===== src/common/pool_defines.svh =====
// sizes are fixed at build time; stride 2 and four lanes are the only supported setup
`ifndef POOL_DEFINES_SVH
`define POOL_DEFINES_SVH

// ======================================================================
// tile geometry
// ======================================================================

// side of the square partial-sum tile
`define POOL_TILE_LEN 8
// pooling window side, also the step between windows
`define POOL_STRIDE 2
`define POOL_NUM_LANES 4
// windows in one pass, (TILE_LEN / STRIDE) squared
`define POOL_NUM_WIN 16

// ======================================================================
// data and port widths
// ======================================================================

`define POOL_PSUM_WIDTH 16
`define POOL_DATA_WIDTH 8
`define POOL_PORT_WIDTH 32
// partial-sum read address, covers TILE_LEN * TILE_LEN entries
`define POOL_PSUM_AW 6
`define POOL_OFM_AW 10

`endif


===== src/common/pool_pkg.sv =====
// lane vectors hold lane 0 in the lowest slice; widths come from the defines header
`include "pool_defines.svh"

package pool_pkg;

    // one partial sum per lane, as read from the partial-sum buffer
    typedef logic [`POOL_NUM_LANES-1:0][`POOL_PSUM_WIDTH-1:0] psum_vec_t;

    // one pooled byte per lane
    typedef logic [`POOL_NUM_LANES-1:0][`POOL_DATA_WIDTH-1:0] lane_vec_t;

    // nonzero marker per lane
    typedef logic [`POOL_NUM_LANES-1:0] lane_flags_t;

endpackage


===== src/design/word_packer.sv =====
// IN_WIDTH must divide the port width; word_dat shows partial contents outside the strobe cycle
`timescale 1ns/1ns
`include "pool_defines.svh"

module word_packer #(
    parameter int IN_WIDTH = 8
) (
    input  logic                        clk,
    input  logic                        rst_n,
    input  logic                        clear,
    input  logic                        piece_wr,
    input  logic [IN_WIDTH-1:0]         piece,
    output logic                        word_wr,
    output logic [`POOL_OFM_AW-1:0]     word_addr,
    output logic [`POOL_PORT_WIDTH-1:0] word_dat
);

    localparam int NUM_PIECES = `POOL_PORT_WIDTH / IN_WIDTH;
    localparam int FW = $clog2(NUM_PIECES);
    localparam logic [FW-1:0] FILL_LAST = FW'(NUM_PIECES - 1);

    logic [FW-1:0] fill;

    // new pieces enter at the top, so the first one ends up in the low bits
    always_ff @(posedge clk) begin
        if (piece_wr) begin
            word_dat <= {piece, word_dat[`POOL_PORT_WIDTH-1:IN_WIDTH]};
        end
    end

    always_ff @(posedge clk or negedge rst_n) begin
        if (!rst_n) begin
            fill    <= '0;
            word_wr <= 1'b0;
        end else begin
            word_wr <= piece_wr && (fill == FILL_LAST);
            if (piece_wr) begin
                fill <= (fill == FILL_LAST) ? '0 : fill + 1'b1;
            end
        end
    end

    // address moves on after the strobe
    always_ff @(posedge clk or negedge rst_n) begin
        if (!rst_n) begin
            word_addr <= '0;
        end else if (clear) begin
            word_addr <= '0;
        end else if (word_wr) begin
            word_addr <= word_addr + 1'b1;
        end
    end

endmodule


===== src/pool/pool_window_ctrl.sv =====
// start is ignored while busy; the partial-sum buffer must return data one cycle after a read
`timescale 1ns/1ns
`include "pool_defines.svh"

module pool_window_ctrl (
    input  logic                     clk,
    input  logic                     rst_n,
    input  logic                     start,
    input  logic                     scan_done,
    output logic                     busy,
    output logic                     psum_rd_en,
    output logic [`POOL_PSUM_AW-1:0] psum_rd_addr,
    output logic                     rd_sample,
    output logic                     win_clear,
    output logic                     delta_rd,
    output logic                     delta_wr,
    output logic                     scan_start
);

    localparam int XW = $clog2(`POOL_STRIDE);
    localparam int CW = $clog2(`POOL_TILE_LEN);
    localparam int AW = `POOL_PSUM_AW;

    localparam logic [XW-1:0] XY_LAST  = XW'(`POOL_STRIDE - 1);
    localparam logic [CW-1:0] COL_STEP = CW'(`POOL_STRIDE);
    localparam logic [CW-1:0] COL_LAST = CW'(`POOL_TILE_LEN - `POOL_STRIDE);
    localparam logic [AW-1:0] ROW_STEP = AW'(`POOL_TILE_LEN * `POOL_STRIDE);
    localparam logic [AW-1:0] ROW_LAST = AW'(`POOL_TILE_LEN * (`POOL_TILE_LEN - `POOL_STRIDE));

    localparam logic [2:0] ST_IDLE  = 3'd0;
    localparam logic [2:0] ST_CLEAR = 3'd1;
    localparam logic [2:0] ST_READ  = 3'd2;
    localparam logic [2:0] ST_DELTA = 3'd3;
    localparam logic [2:0] ST_SCAN  = 3'd4;

    logic [2:0]    state_q;
    logic [2:0]    state_d;
    logic [XW-1:0] cnt_x;
    logic [XW-1:0] cnt_y;
    logic [CW-1:0] col_base;
    logic [AW-1:0] row_base;
    logic          delta_ph;
    logic          read_last;
    logic          win_last;

    assign read_last = (cnt_x == XY_LAST) && (cnt_y == XY_LAST);
    assign win_last  = (col_base == COL_LAST) && (row_base == ROW_LAST);

    // ======================================================================
    // window sequencing: clear, 4 reads, 2 delta cycles, 4 scan cycles
    // ======================================================================

    always_comb begin
        state_d = state_q;
        case (state_q)
            ST_IDLE: begin
                if (start) begin
                    state_d = ST_CLEAR;
                end
            end
            ST_CLEAR: state_d = ST_READ;
            ST_READ: begin
                if (read_last) begin
                    state_d = ST_DELTA;
                end
            end
            ST_DELTA: begin
                if (delta_ph) begin
                    state_d = ST_SCAN;
                end
            end
            ST_SCAN: begin
                if (scan_done) begin
                    state_d = win_last ? ST_IDLE : ST_CLEAR;
                end
            end
            default: state_d = ST_IDLE;
        endcase
    end

    always_ff @(posedge clk or negedge rst_n) begin
        if (!rst_n) begin
            state_q <= ST_IDLE;
        end else begin
            state_q <= state_d;
        end
    end

    // position inside the window, x runs fastest
    always_ff @(posedge clk or negedge rst_n) begin
        if (!rst_n) begin
            cnt_x <= '0;
            cnt_y <= '0;
        end else if (state_q == ST_READ) begin
            if (cnt_x == XY_LAST) begin
                cnt_x <= '0;
                cnt_y <= (cnt_y == XY_LAST) ? '0 : cnt_y + 1'b1;
            end else begin
                cnt_x <= cnt_x + 1'b1;
            end
        end
    end

    // window origin across the tile, raster order
    always_ff @(posedge clk or negedge rst_n) begin
        if (!rst_n) begin
            col_base <= '0;
            row_base <= '0;
        end else if (state_q == ST_IDLE) begin
            col_base <= '0;
            row_base <= '0;
        end else if (state_q == ST_SCAN && scan_done) begin
            if (col_base == COL_LAST) begin
                col_base <= '0;
                row_base <= row_base + ROW_STEP;
            end else begin
                col_base <= col_base + COL_STEP;
            end
        end
    end

    // first or second delta cycle
    always_ff @(posedge clk or negedge rst_n) begin
        if (!rst_n) begin
            delta_ph <= 1'b0;
        end else if (state_q == ST_DELTA) begin
            delta_ph <= ~delta_ph;
        end
    end

    // read data valid one cycle late; scan begins right after the difference is stored
    always_ff @(posedge clk or negedge rst_n) begin
        if (!rst_n) begin
            rd_sample  <= 1'b0;
            scan_start <= 1'b0;
        end else begin
            rd_sample  <= psum_rd_en;
            scan_start <= (state_q == ST_DELTA) && delta_ph;
        end
    end

    assign busy         = (state_q != ST_IDLE);
    assign win_clear    = (state_q == ST_CLEAR);
    assign psum_rd_en   = (state_q == ST_READ);
    assign delta_rd     = (state_q == ST_DELTA) && !delta_ph;
    assign delta_wr     = (state_q == ST_DELTA) && delta_ph;
    assign psum_rd_addr = row_base + AW'(col_base) + AW'(cnt_x)
                        + AW'(cnt_y) * AW'(`POOL_TILE_LEN);

endmodule


===== src/pool/pool_lane_max.sv =====
// scale must be nonzero; quantized values keep only 7 bits, so the pooled byte is never negative
`timescale 1ns/1ns
`include "pool_defines.svh"

module pool_lane_max import pool_pkg::*; (
    input  logic                         clk,
    input  logic                         rst_n,
    input  logic                         win_clear,
    input  logic                         rd_sample,
    input  psum_vec_t                    psum_dat,
    input  logic [`POOL_DATA_WIDTH-1:0]  scale,
    input  logic [`POOL_DATA_WIDTH-2:0]  bias,
    output lane_vec_t                    pooled
);

    localparam int QW = `POOL_DATA_WIDTH - 1;

    logic [`POOL_PSUM_WIDTH-1:0] relu [`POOL_NUM_LANES];
    lane_vec_t                   quant;

    // ======================================================================
    // relu and quantization per lane
    // ======================================================================

    always_comb begin
        for (int i = 0; i < `POOL_NUM_LANES; i++) begin
            // sign bit set means negative
            relu[i]  = psum_dat[i][`POOL_PSUM_WIDTH-1] ? '0 : psum_dat[i];
            quant[i] = {1'b0, QW'(relu[i] / scale + bias)};
        end
    end

    // running max over the four samples of the window
    always_ff @(posedge clk or negedge rst_n) begin
        if (!rst_n) begin
            pooled <= '0;
        end else if (win_clear) begin
            pooled <= '0;
        end else if (rd_sample) begin
            for (int i = 0; i < `POOL_NUM_LANES; i++) begin
                if (quant[i] > pooled[i]) begin
                    pooled[i] <= quant[i];
                end
            end
        end
    end

endmodule


===== src/pool/pool_delta.sv =====
// delta memory has no reset, so the first pass after power-up must run with delta_en low
`timescale 1ns/1ns
`include "pool_defines.svh"

module pool_delta import pool_pkg::*; (
    input  logic      clk,
    input  logic      rst_n,
    input  logic      start,
    input  logic      delta_en,
    input  logic      delta_rd,
    input  logic      delta_wr,
    input  lane_vec_t pooled,
    output lane_vec_t result
);

    localparam int WW = $clog2(`POOL_NUM_WIN);

    // pooled bytes of the previous pass, one entry per window
    lane_vec_t     mem [`POOL_NUM_WIN];
    lane_vec_t     stored;
    logic [WW-1:0] win_idx;
    logic          delta_on;

    // ======================================================================
    // window index and per-pass mode
    // ======================================================================

    always_ff @(posedge clk or negedge rst_n) begin
        if (!rst_n) begin
            win_idx  <= '0;
            delta_on <= 1'b0;
        end else if (start) begin
            win_idx  <= '0;
            delta_on <= delta_en;
        end else if (delta_wr) begin
            win_idx <= win_idx + 1'b1;
        end
    end

    // ======================================================================
    // memory access and difference
    // ======================================================================

    // first delta cycle fetches the old entry
    always_ff @(posedge clk) begin
        if (delta_rd) begin
            stored <= mem[win_idx];
        end
    end

    // second delta cycle: 8-bit two's complement difference, then overwrite
    always_ff @(posedge clk) begin
        if (delta_wr) begin
            mem[win_idx] <= pooled;
            for (int i = 0; i < `POOL_NUM_LANES; i++) begin
                result[i] <= pooled[i] - (delta_on ? stored[i] : '0);
            end
        end
    end

endmodule


===== src/pool/sparse_encoder.sv =====
// flags of a window go out with its first scan cycle; partial words stay held, nothing flushes
`timescale 1ns/1ns
`include "pool_defines.svh"

module sparse_encoder import pool_pkg::*; (
    input  logic                        clk,
    input  logic                        rst_n,
    input  logic                        ofm_clear,
    input  logic                        scan_start,
    input  lane_vec_t                   result,
    output logic                        scan_done,
    output logic                        ofm_wr,
    output logic [`POOL_OFM_AW-1:0]     ofm_addr,
    output logic [`POOL_PORT_WIDTH-1:0] ofm_dat,
    output logic                        flg_wr,
    output logic [`POOL_OFM_AW-1:0]     flg_addr,
    output logic [`POOL_PORT_WIDTH-1:0] flg_dat
);

    localparam int LW = $clog2(`POOL_NUM_LANES);
    localparam logic [LW-1:0] LANE_LAST = LW'(`POOL_NUM_LANES - 1);

    lane_flags_t   flags;
    logic [LW-1:0] lane_idx;
    logic          scan_run;
    logic          scan_act;
    logic          byte_wr;

    always_comb begin
        for (int i = 0; i < `POOL_NUM_LANES; i++) begin
            flags[i] = |result[i];
        end
    end

    // ======================================================================
    // lane walk, one lane per cycle starting with scan_start
    // ======================================================================

    assign scan_act  = scan_start | scan_run;
    assign scan_done = scan_act && (lane_idx == LANE_LAST);
    // zero bytes are dropped
    assign byte_wr   = scan_act && flags[lane_idx];

    always_ff @(posedge clk or negedge rst_n) begin
        if (!rst_n) begin
            scan_run <= 1'b0;
            lane_idx <= '0;
        end else if (scan_done) begin
            scan_run <= 1'b0;
            lane_idx <= '0;
        end else if (scan_act) begin
            scan_run <= 1'b1;
            lane_idx <= lane_idx + 1'b1;
        end
    end

    word_packer #(
        .IN_WIDTH (`POOL_DATA_WIDTH)
    ) byte_packer (
        .clk       (clk),
        .rst_n     (rst_n),
        .clear     (ofm_clear),
        .piece_wr  (byte_wr),
        .piece     (result[lane_idx]),
        .word_wr   (ofm_wr),
        .word_addr (ofm_addr),
        .word_dat  (ofm_dat)
    );

    word_packer #(
        .IN_WIDTH (`POOL_NUM_LANES)
    ) flag_packer (
        .clk       (clk),
        .rst_n     (rst_n),
        .clear     (ofm_clear),
        .piece_wr  (scan_start),
        .piece     (flags),
        .word_wr   (flg_wr),
        .word_addr (flg_addr),
        .word_dat  (flg_dat)
    );

endmodule


===== src/design/pool_top.sv =====
// no back-pressure: every ofm and flag write strobe must be taken in its cycle
`timescale 1ns/1ns
`include "pool_defines.svh"

module pool_top import pool_pkg::*; (
    input  logic                        clk,
    input  logic                        rst_n,
    input  logic                        start,
    input  logic                        delta_en,
    input  logic [`POOL_DATA_WIDTH-1:0] scale,
    input  logic [`POOL_DATA_WIDTH-2:0] bias,
    input  logic                        ofm_clear,
    input  psum_vec_t                   psum_dat,
    output logic                        psum_rd_en,
    output logic [`POOL_PSUM_AW-1:0]    psum_rd_addr,
    output logic                        ofm_wr,
    output logic [`POOL_OFM_AW-1:0]     ofm_addr,
    output logic [`POOL_PORT_WIDTH-1:0] ofm_dat,
    output logic                        flg_wr,
    output logic [`POOL_OFM_AW-1:0]     flg_addr,
    output logic [`POOL_PORT_WIDTH-1:0] flg_dat,
    output logic                        busy
);

    logic      rd_sample;
    logic      win_clear;
    logic      delta_rd;
    logic      delta_wr;
    logic      scan_start;
    logic      scan_done;
    lane_vec_t pooled;
    lane_vec_t result;

    pool_window_ctrl u_ctrl (
        .clk          (clk),
        .rst_n        (rst_n),
        .start        (start),
        .scan_done    (scan_done),
        .busy         (busy),
        .psum_rd_en   (psum_rd_en),
        .psum_rd_addr (psum_rd_addr),
        .rd_sample    (rd_sample),
        .win_clear    (win_clear),
        .delta_rd     (delta_rd),
        .delta_wr     (delta_wr),
        .scan_start   (scan_start)
    );

    pool_lane_max u_lane_max (
        .clk       (clk),
        .rst_n     (rst_n),
        .win_clear (win_clear),
        .rd_sample (rd_sample),
        .psum_dat  (psum_dat),
        .scale     (scale),
        .bias      (bias),
        .pooled    (pooled)
    );

    pool_delta u_delta (
        .clk      (clk),
        .rst_n    (rst_n),
        .start    (start),
        .delta_en (delta_en),
        .delta_rd (delta_rd),
        .delta_wr (delta_wr),
        .pooled   (pooled),
        .result   (result)
    );

    sparse_encoder u_sparse (
        .clk        (clk),
        .rst_n      (rst_n),
        .ofm_clear  (ofm_clear),
        .scan_start (scan_start),
        .result     (result),
        .scan_done  (scan_done),
        .ofm_wr     (ofm_wr),
        .ofm_addr   (ofm_addr),
        .ofm_dat    (ofm_dat),
        .flg_wr     (flg_wr),
        .flg_addr   (flg_addr),
        .flg_dat    (flg_dat)
    );

endmodule


===== config.mk =====
export PLATFORM = sky130hd
export DESIGN_NAME = pool_top
export DESIGN_NICKNAME = d
export VERILOG_FILES = /design/src/common/pool_pkg.sv /design/src/design/word_packer.sv /design/src/pool/pool_window_ctrl.sv /design/src/pool/pool_lane_max.sv /design/src/pool/pool_delta.sv /design/src/pool/sparse_encoder.sv /design/src/design/pool_top.sv
export VERILOG_INCLUDE_DIRS = /design/src /design/src/common
export SDC_FILE = /design/constraint.sdc
export NUM_CORES = 2
export LEC_CHECK = 0
export ABC_AREA = 1
export BUFFER_PORTS_ARGS = -buffer_cell sky130_fd_sc_hd__buf_2
export CAP_MARGIN = 20
export CORE_MARGIN = 8
export CORE_UTILIZATION = 34
export CTS_BUF_LIST = sky130_fd_sc_hd__clkbuf_8
export DETAILED_ROUTE_END_ITERATION = 8
export GPL_ROUTABILITY_DRIVEN = 0
export GPL_TIMING_DRIVEN = 0
export PLACE_DENSITY = 0.55
export SYNTH_ARGS = -nofsm -noshare
export SYNTH_HDL_FRONTEND = slang
export SYNTH_SLANG_ARGS = --single-unit

===== constraint.sdc =====
create_clock -name clk -period 7.4 [get_ports clk]
set_input_delay 0.37 -clock clk [delete_from_list [all_inputs] [get_ports clk]]
set_output_delay 0.37 -clock clk [all_outputs]
set_load 0.01 [all_outputs]

==> metrics.csv <==
metric,value,unit
insertion_delay,0.73,ns
initial_core_util,34.3,%
yosysSeqAreaShare,38.1,%
cts_buffer_depth,3,
failed_checks,negative setup slack,
status,"finished, violations left",
crit_top_cell,buf_4,
std_cell_rows,140,
rsz0062_at_grt,yes,
hold_path_class,in2async,
crit_arrival,26.12,ns
slew_violations,0,
synth.largest_area_cell,edfxtp_1,
tightest_slew,1.13,ns
n_fill_cell,13807,
grt_overflow_total,0,
grt_pass1_vias,44692,
coreArea,146000,µm²
synth_edf_count,572,
synth_top_cells_by_area,"edfxtp_1 (34%), ha_1 (12%), nand2_1 (11%), inv_1 (5.6%), o21ai_0 (5.2%)",
layout.nets,7710,
hpwl,110000,µm
worstSetupPathType,in2reg,
relSlewSlack,24.4,%
drive_above_1_share,30.5,%
end_kind,flop,
syn_area_per_cell,8.11,µm²
whs,0.208,ns
port_buffers,176,
multi_input_area,32700,µm²
fmax,39.2,MHz
period_minus_slack,25.49,ns
cts.clk_slew.worst_paths,0.07,ns
antenna_left,0,
finalCritPeriodShare,344,%
grt_max_degree,50,
boundaryPins,178,
regArea,19100,µm²
dp_slack,-23.30,ns
synthDistinctLibCells,77,
grtUsageTotal,18.6,%
numCtsBuffers,102,
routed_via_density,5.07,
tns,-491.32,ns
final_hold_viol_count,0,
cp.required,8.03,ns
die_y,399,µm
antenna_found_initial,9,
cts_tree,yes,
drt_wl_total,160000,µm
remaining_drc_errors,0,
postPlaceCellArea,55000,µm²
syn_area,50000,µm²
cts-root-buf,clkbuf_8,
ys_ff_latch,647,
syn_to_final_growth,33.6,%
crit_family,simple AND/OR/NAND/NOR gates,
maxCapViolCount,0,
yosysTopAreaCellShare,34.4,%
worst_slack,-18.09,ns
syn_inst,6165,
finalSetupViolCount,28,
drt-pass1-iter-count,8,
wire_per_inst,17.6,µm
fin_area,66800,µm²
crit_path_max_incr_delay,0.34,ns
design.die.area,160000,µm²
clock_skew,0.0537,ns
htree_levels,3,
die_w,399,µm
async_reset_ff_share,11.6,%
grt_pass1_wl,239000,µm
synthFlopType,edfxtp_1,
clkSinkCount,647,
vias,46296,
worst_setup_path_start_kind,input port,
yosysWarnings,0,
drtIter0Drc,3010,
critPathMaxFanout,8,
cp_slowest_cell,ha_1,
cp.buffers_inverters,57,
worst paths after layout:
| path | start | end | slack (ns) | cells after the start |
|---|---|---|---|---|
| min reg2reg | u_sparse.byte_packer.word_dat[22] | u_sparse.byte_packer.word_dat[14] | 0.44 | 0 |
| max reg2reg | u_delta.win_idx[0] | u_delta.mem[0][24] | 2.71 | 10 |
| max in group asynchronous | rst_n | u_sparse.flag_packer.word_addr[2] | 6.55 | 3 |
| min | rst_n | u_delta.win_idx[1] | 0.21 | 2 |
| min in group clk | bias[0] | u_lane_max.pooled[16] | 0.29 | 4 |
| max | scale[0] | u_lane_max.pooled[17] | -18.09 | 203 |
stage by stage:
| step | std cells | utilization, % |
|---|---|---|
| CTS | 8909 | 42.8 |
| finish | 9136 | 45.8 |
| global placement | 8263 | 37.1 |
| global route | 9132 | 45.8 |
| detailed placement | 8294 | 37.7 |
| floorplan | 6170 | - |
flip-flops by register name (all words and copies together), names as in the netlist, 10 cells and up:
register / count
u_sparse.flag_packer.word_dat: 32
u_sparse.flag_packer.word_addr: 10
u_lane_max.pooled: 28
u_delta.stored: 28
u_sparse.byte_packer.word_dat: 32
u_delta.result: 32
u_delta.mem: 448
u_sparse.byte_packer.word_addr: 10
synth_stat cells, drive strengths merged (3+ instances only):
| cell | count |
|---|---|
| a21o | 58 |
| a21oi | 187 |
| nand4 | 83 |
| and3 | 4 |
| o21bai | 44 |
| o21a | 12 |
| xnor2 | 105 |
| a21boi | 9 |
| fa | 8 |
| a211oi | 7 |
| and2 | 12 |
| a22oi | 3 |
| nand3b | 28 |
| a31oi | 12 |
| nor2 | 528 |
| clkinv | 11 |
| ha | 490 |
| nand3 | 466 |
| nor4 | 21 |
| nand2 | 1507 |
| mux2 | 3 |
| o21ai | 579 |
| edfxtp | 572 |
| inv | 769 |
| o22ai | 140 |
| nor3 | 46 |
| xor2 | 142 |
| o211ai | 15 |
| or3 | 5 |
| or2 | 53 |
| o31ai | 21 |
| buf | 28 |
| clkbuf | 109 |
| dfrtp | 75 |
kinds of logic (layout without fill, tap and decap cells):
logic type,count (synthesis),in the layout,share of synthesized area (%)
buffers and inverters,917,1953,7.18
muxes,3,3,0.0676
adders and majority gates,498,498,12.6
AOI/OAI and AO/OA,1097,1099,12.5
other,1,12,0.00750
DFF,647,647,38.1
xor gates and xnor gates,247,247,4.33
and+or+nand+nor,2755,2760,25.2
placed cells by master (no fill, tap or decap), types with 26 or more instances in the layout:
cell type,count
o22ai_1,128
o21ai_0,405
nor2_4,71
a21oi_1,110
edfxtp_1,572
xnor2_1,103
nand2_2,267
nand4_1,82
ha_4,138
nor2_1,433
o21ai_1,65
nor3_1,29
o21ai_4,36
o21bai_1,32
o21ai_2,75
or2_2,31
a21oi_2,56
xor2_1,140
nand3b_1,26
a21o_1,56
clkbuf_8,112
buf_2,176
dfrtp_1,75
buf_4,604
clkbuf_1,94
nand3_2,108
inv_4,27
buf_6,30
nand2_4,70
nand2_1,1171
nand3_1,324
inv_2,89
inv_1,675
nand3_4,34
ha_1,347
area by class of cell:
class / count / area share [%]
multi-input cells: 4613 / 48.9
flip-flops and latches: 647 / 28.5
repair buffers: 843 / 9.88
inverters: 780 / 4.73
well taps: 1917 / 3.59
clock buffers: 111 / 2.29
plain buffers: 137 / 1.34
clock inverters: 78 / 0.631
repair inverters: 4 / 0.0468
diodes: 6 / 0.0225
what timing repair did:
action,CTS,global route
setup endpoints to repair,28,28
pin swaps,347,529
gates resized for setup,452,608
buffers inserted,405,221
hold endpoints to repair,42,0
hold buffers,4,0
gates cloned,17,5
routing by layer:
metal	global-route usage, %	share of wire (%)
met5	0	0.014
met4	5.27	2.8
met3	2.59	5.4
met2	33.9	50
met1	22.7	42
Power is not shown: default switching activity piles up to over one toggle a cycle in this logic, so the estimate is an artifact.
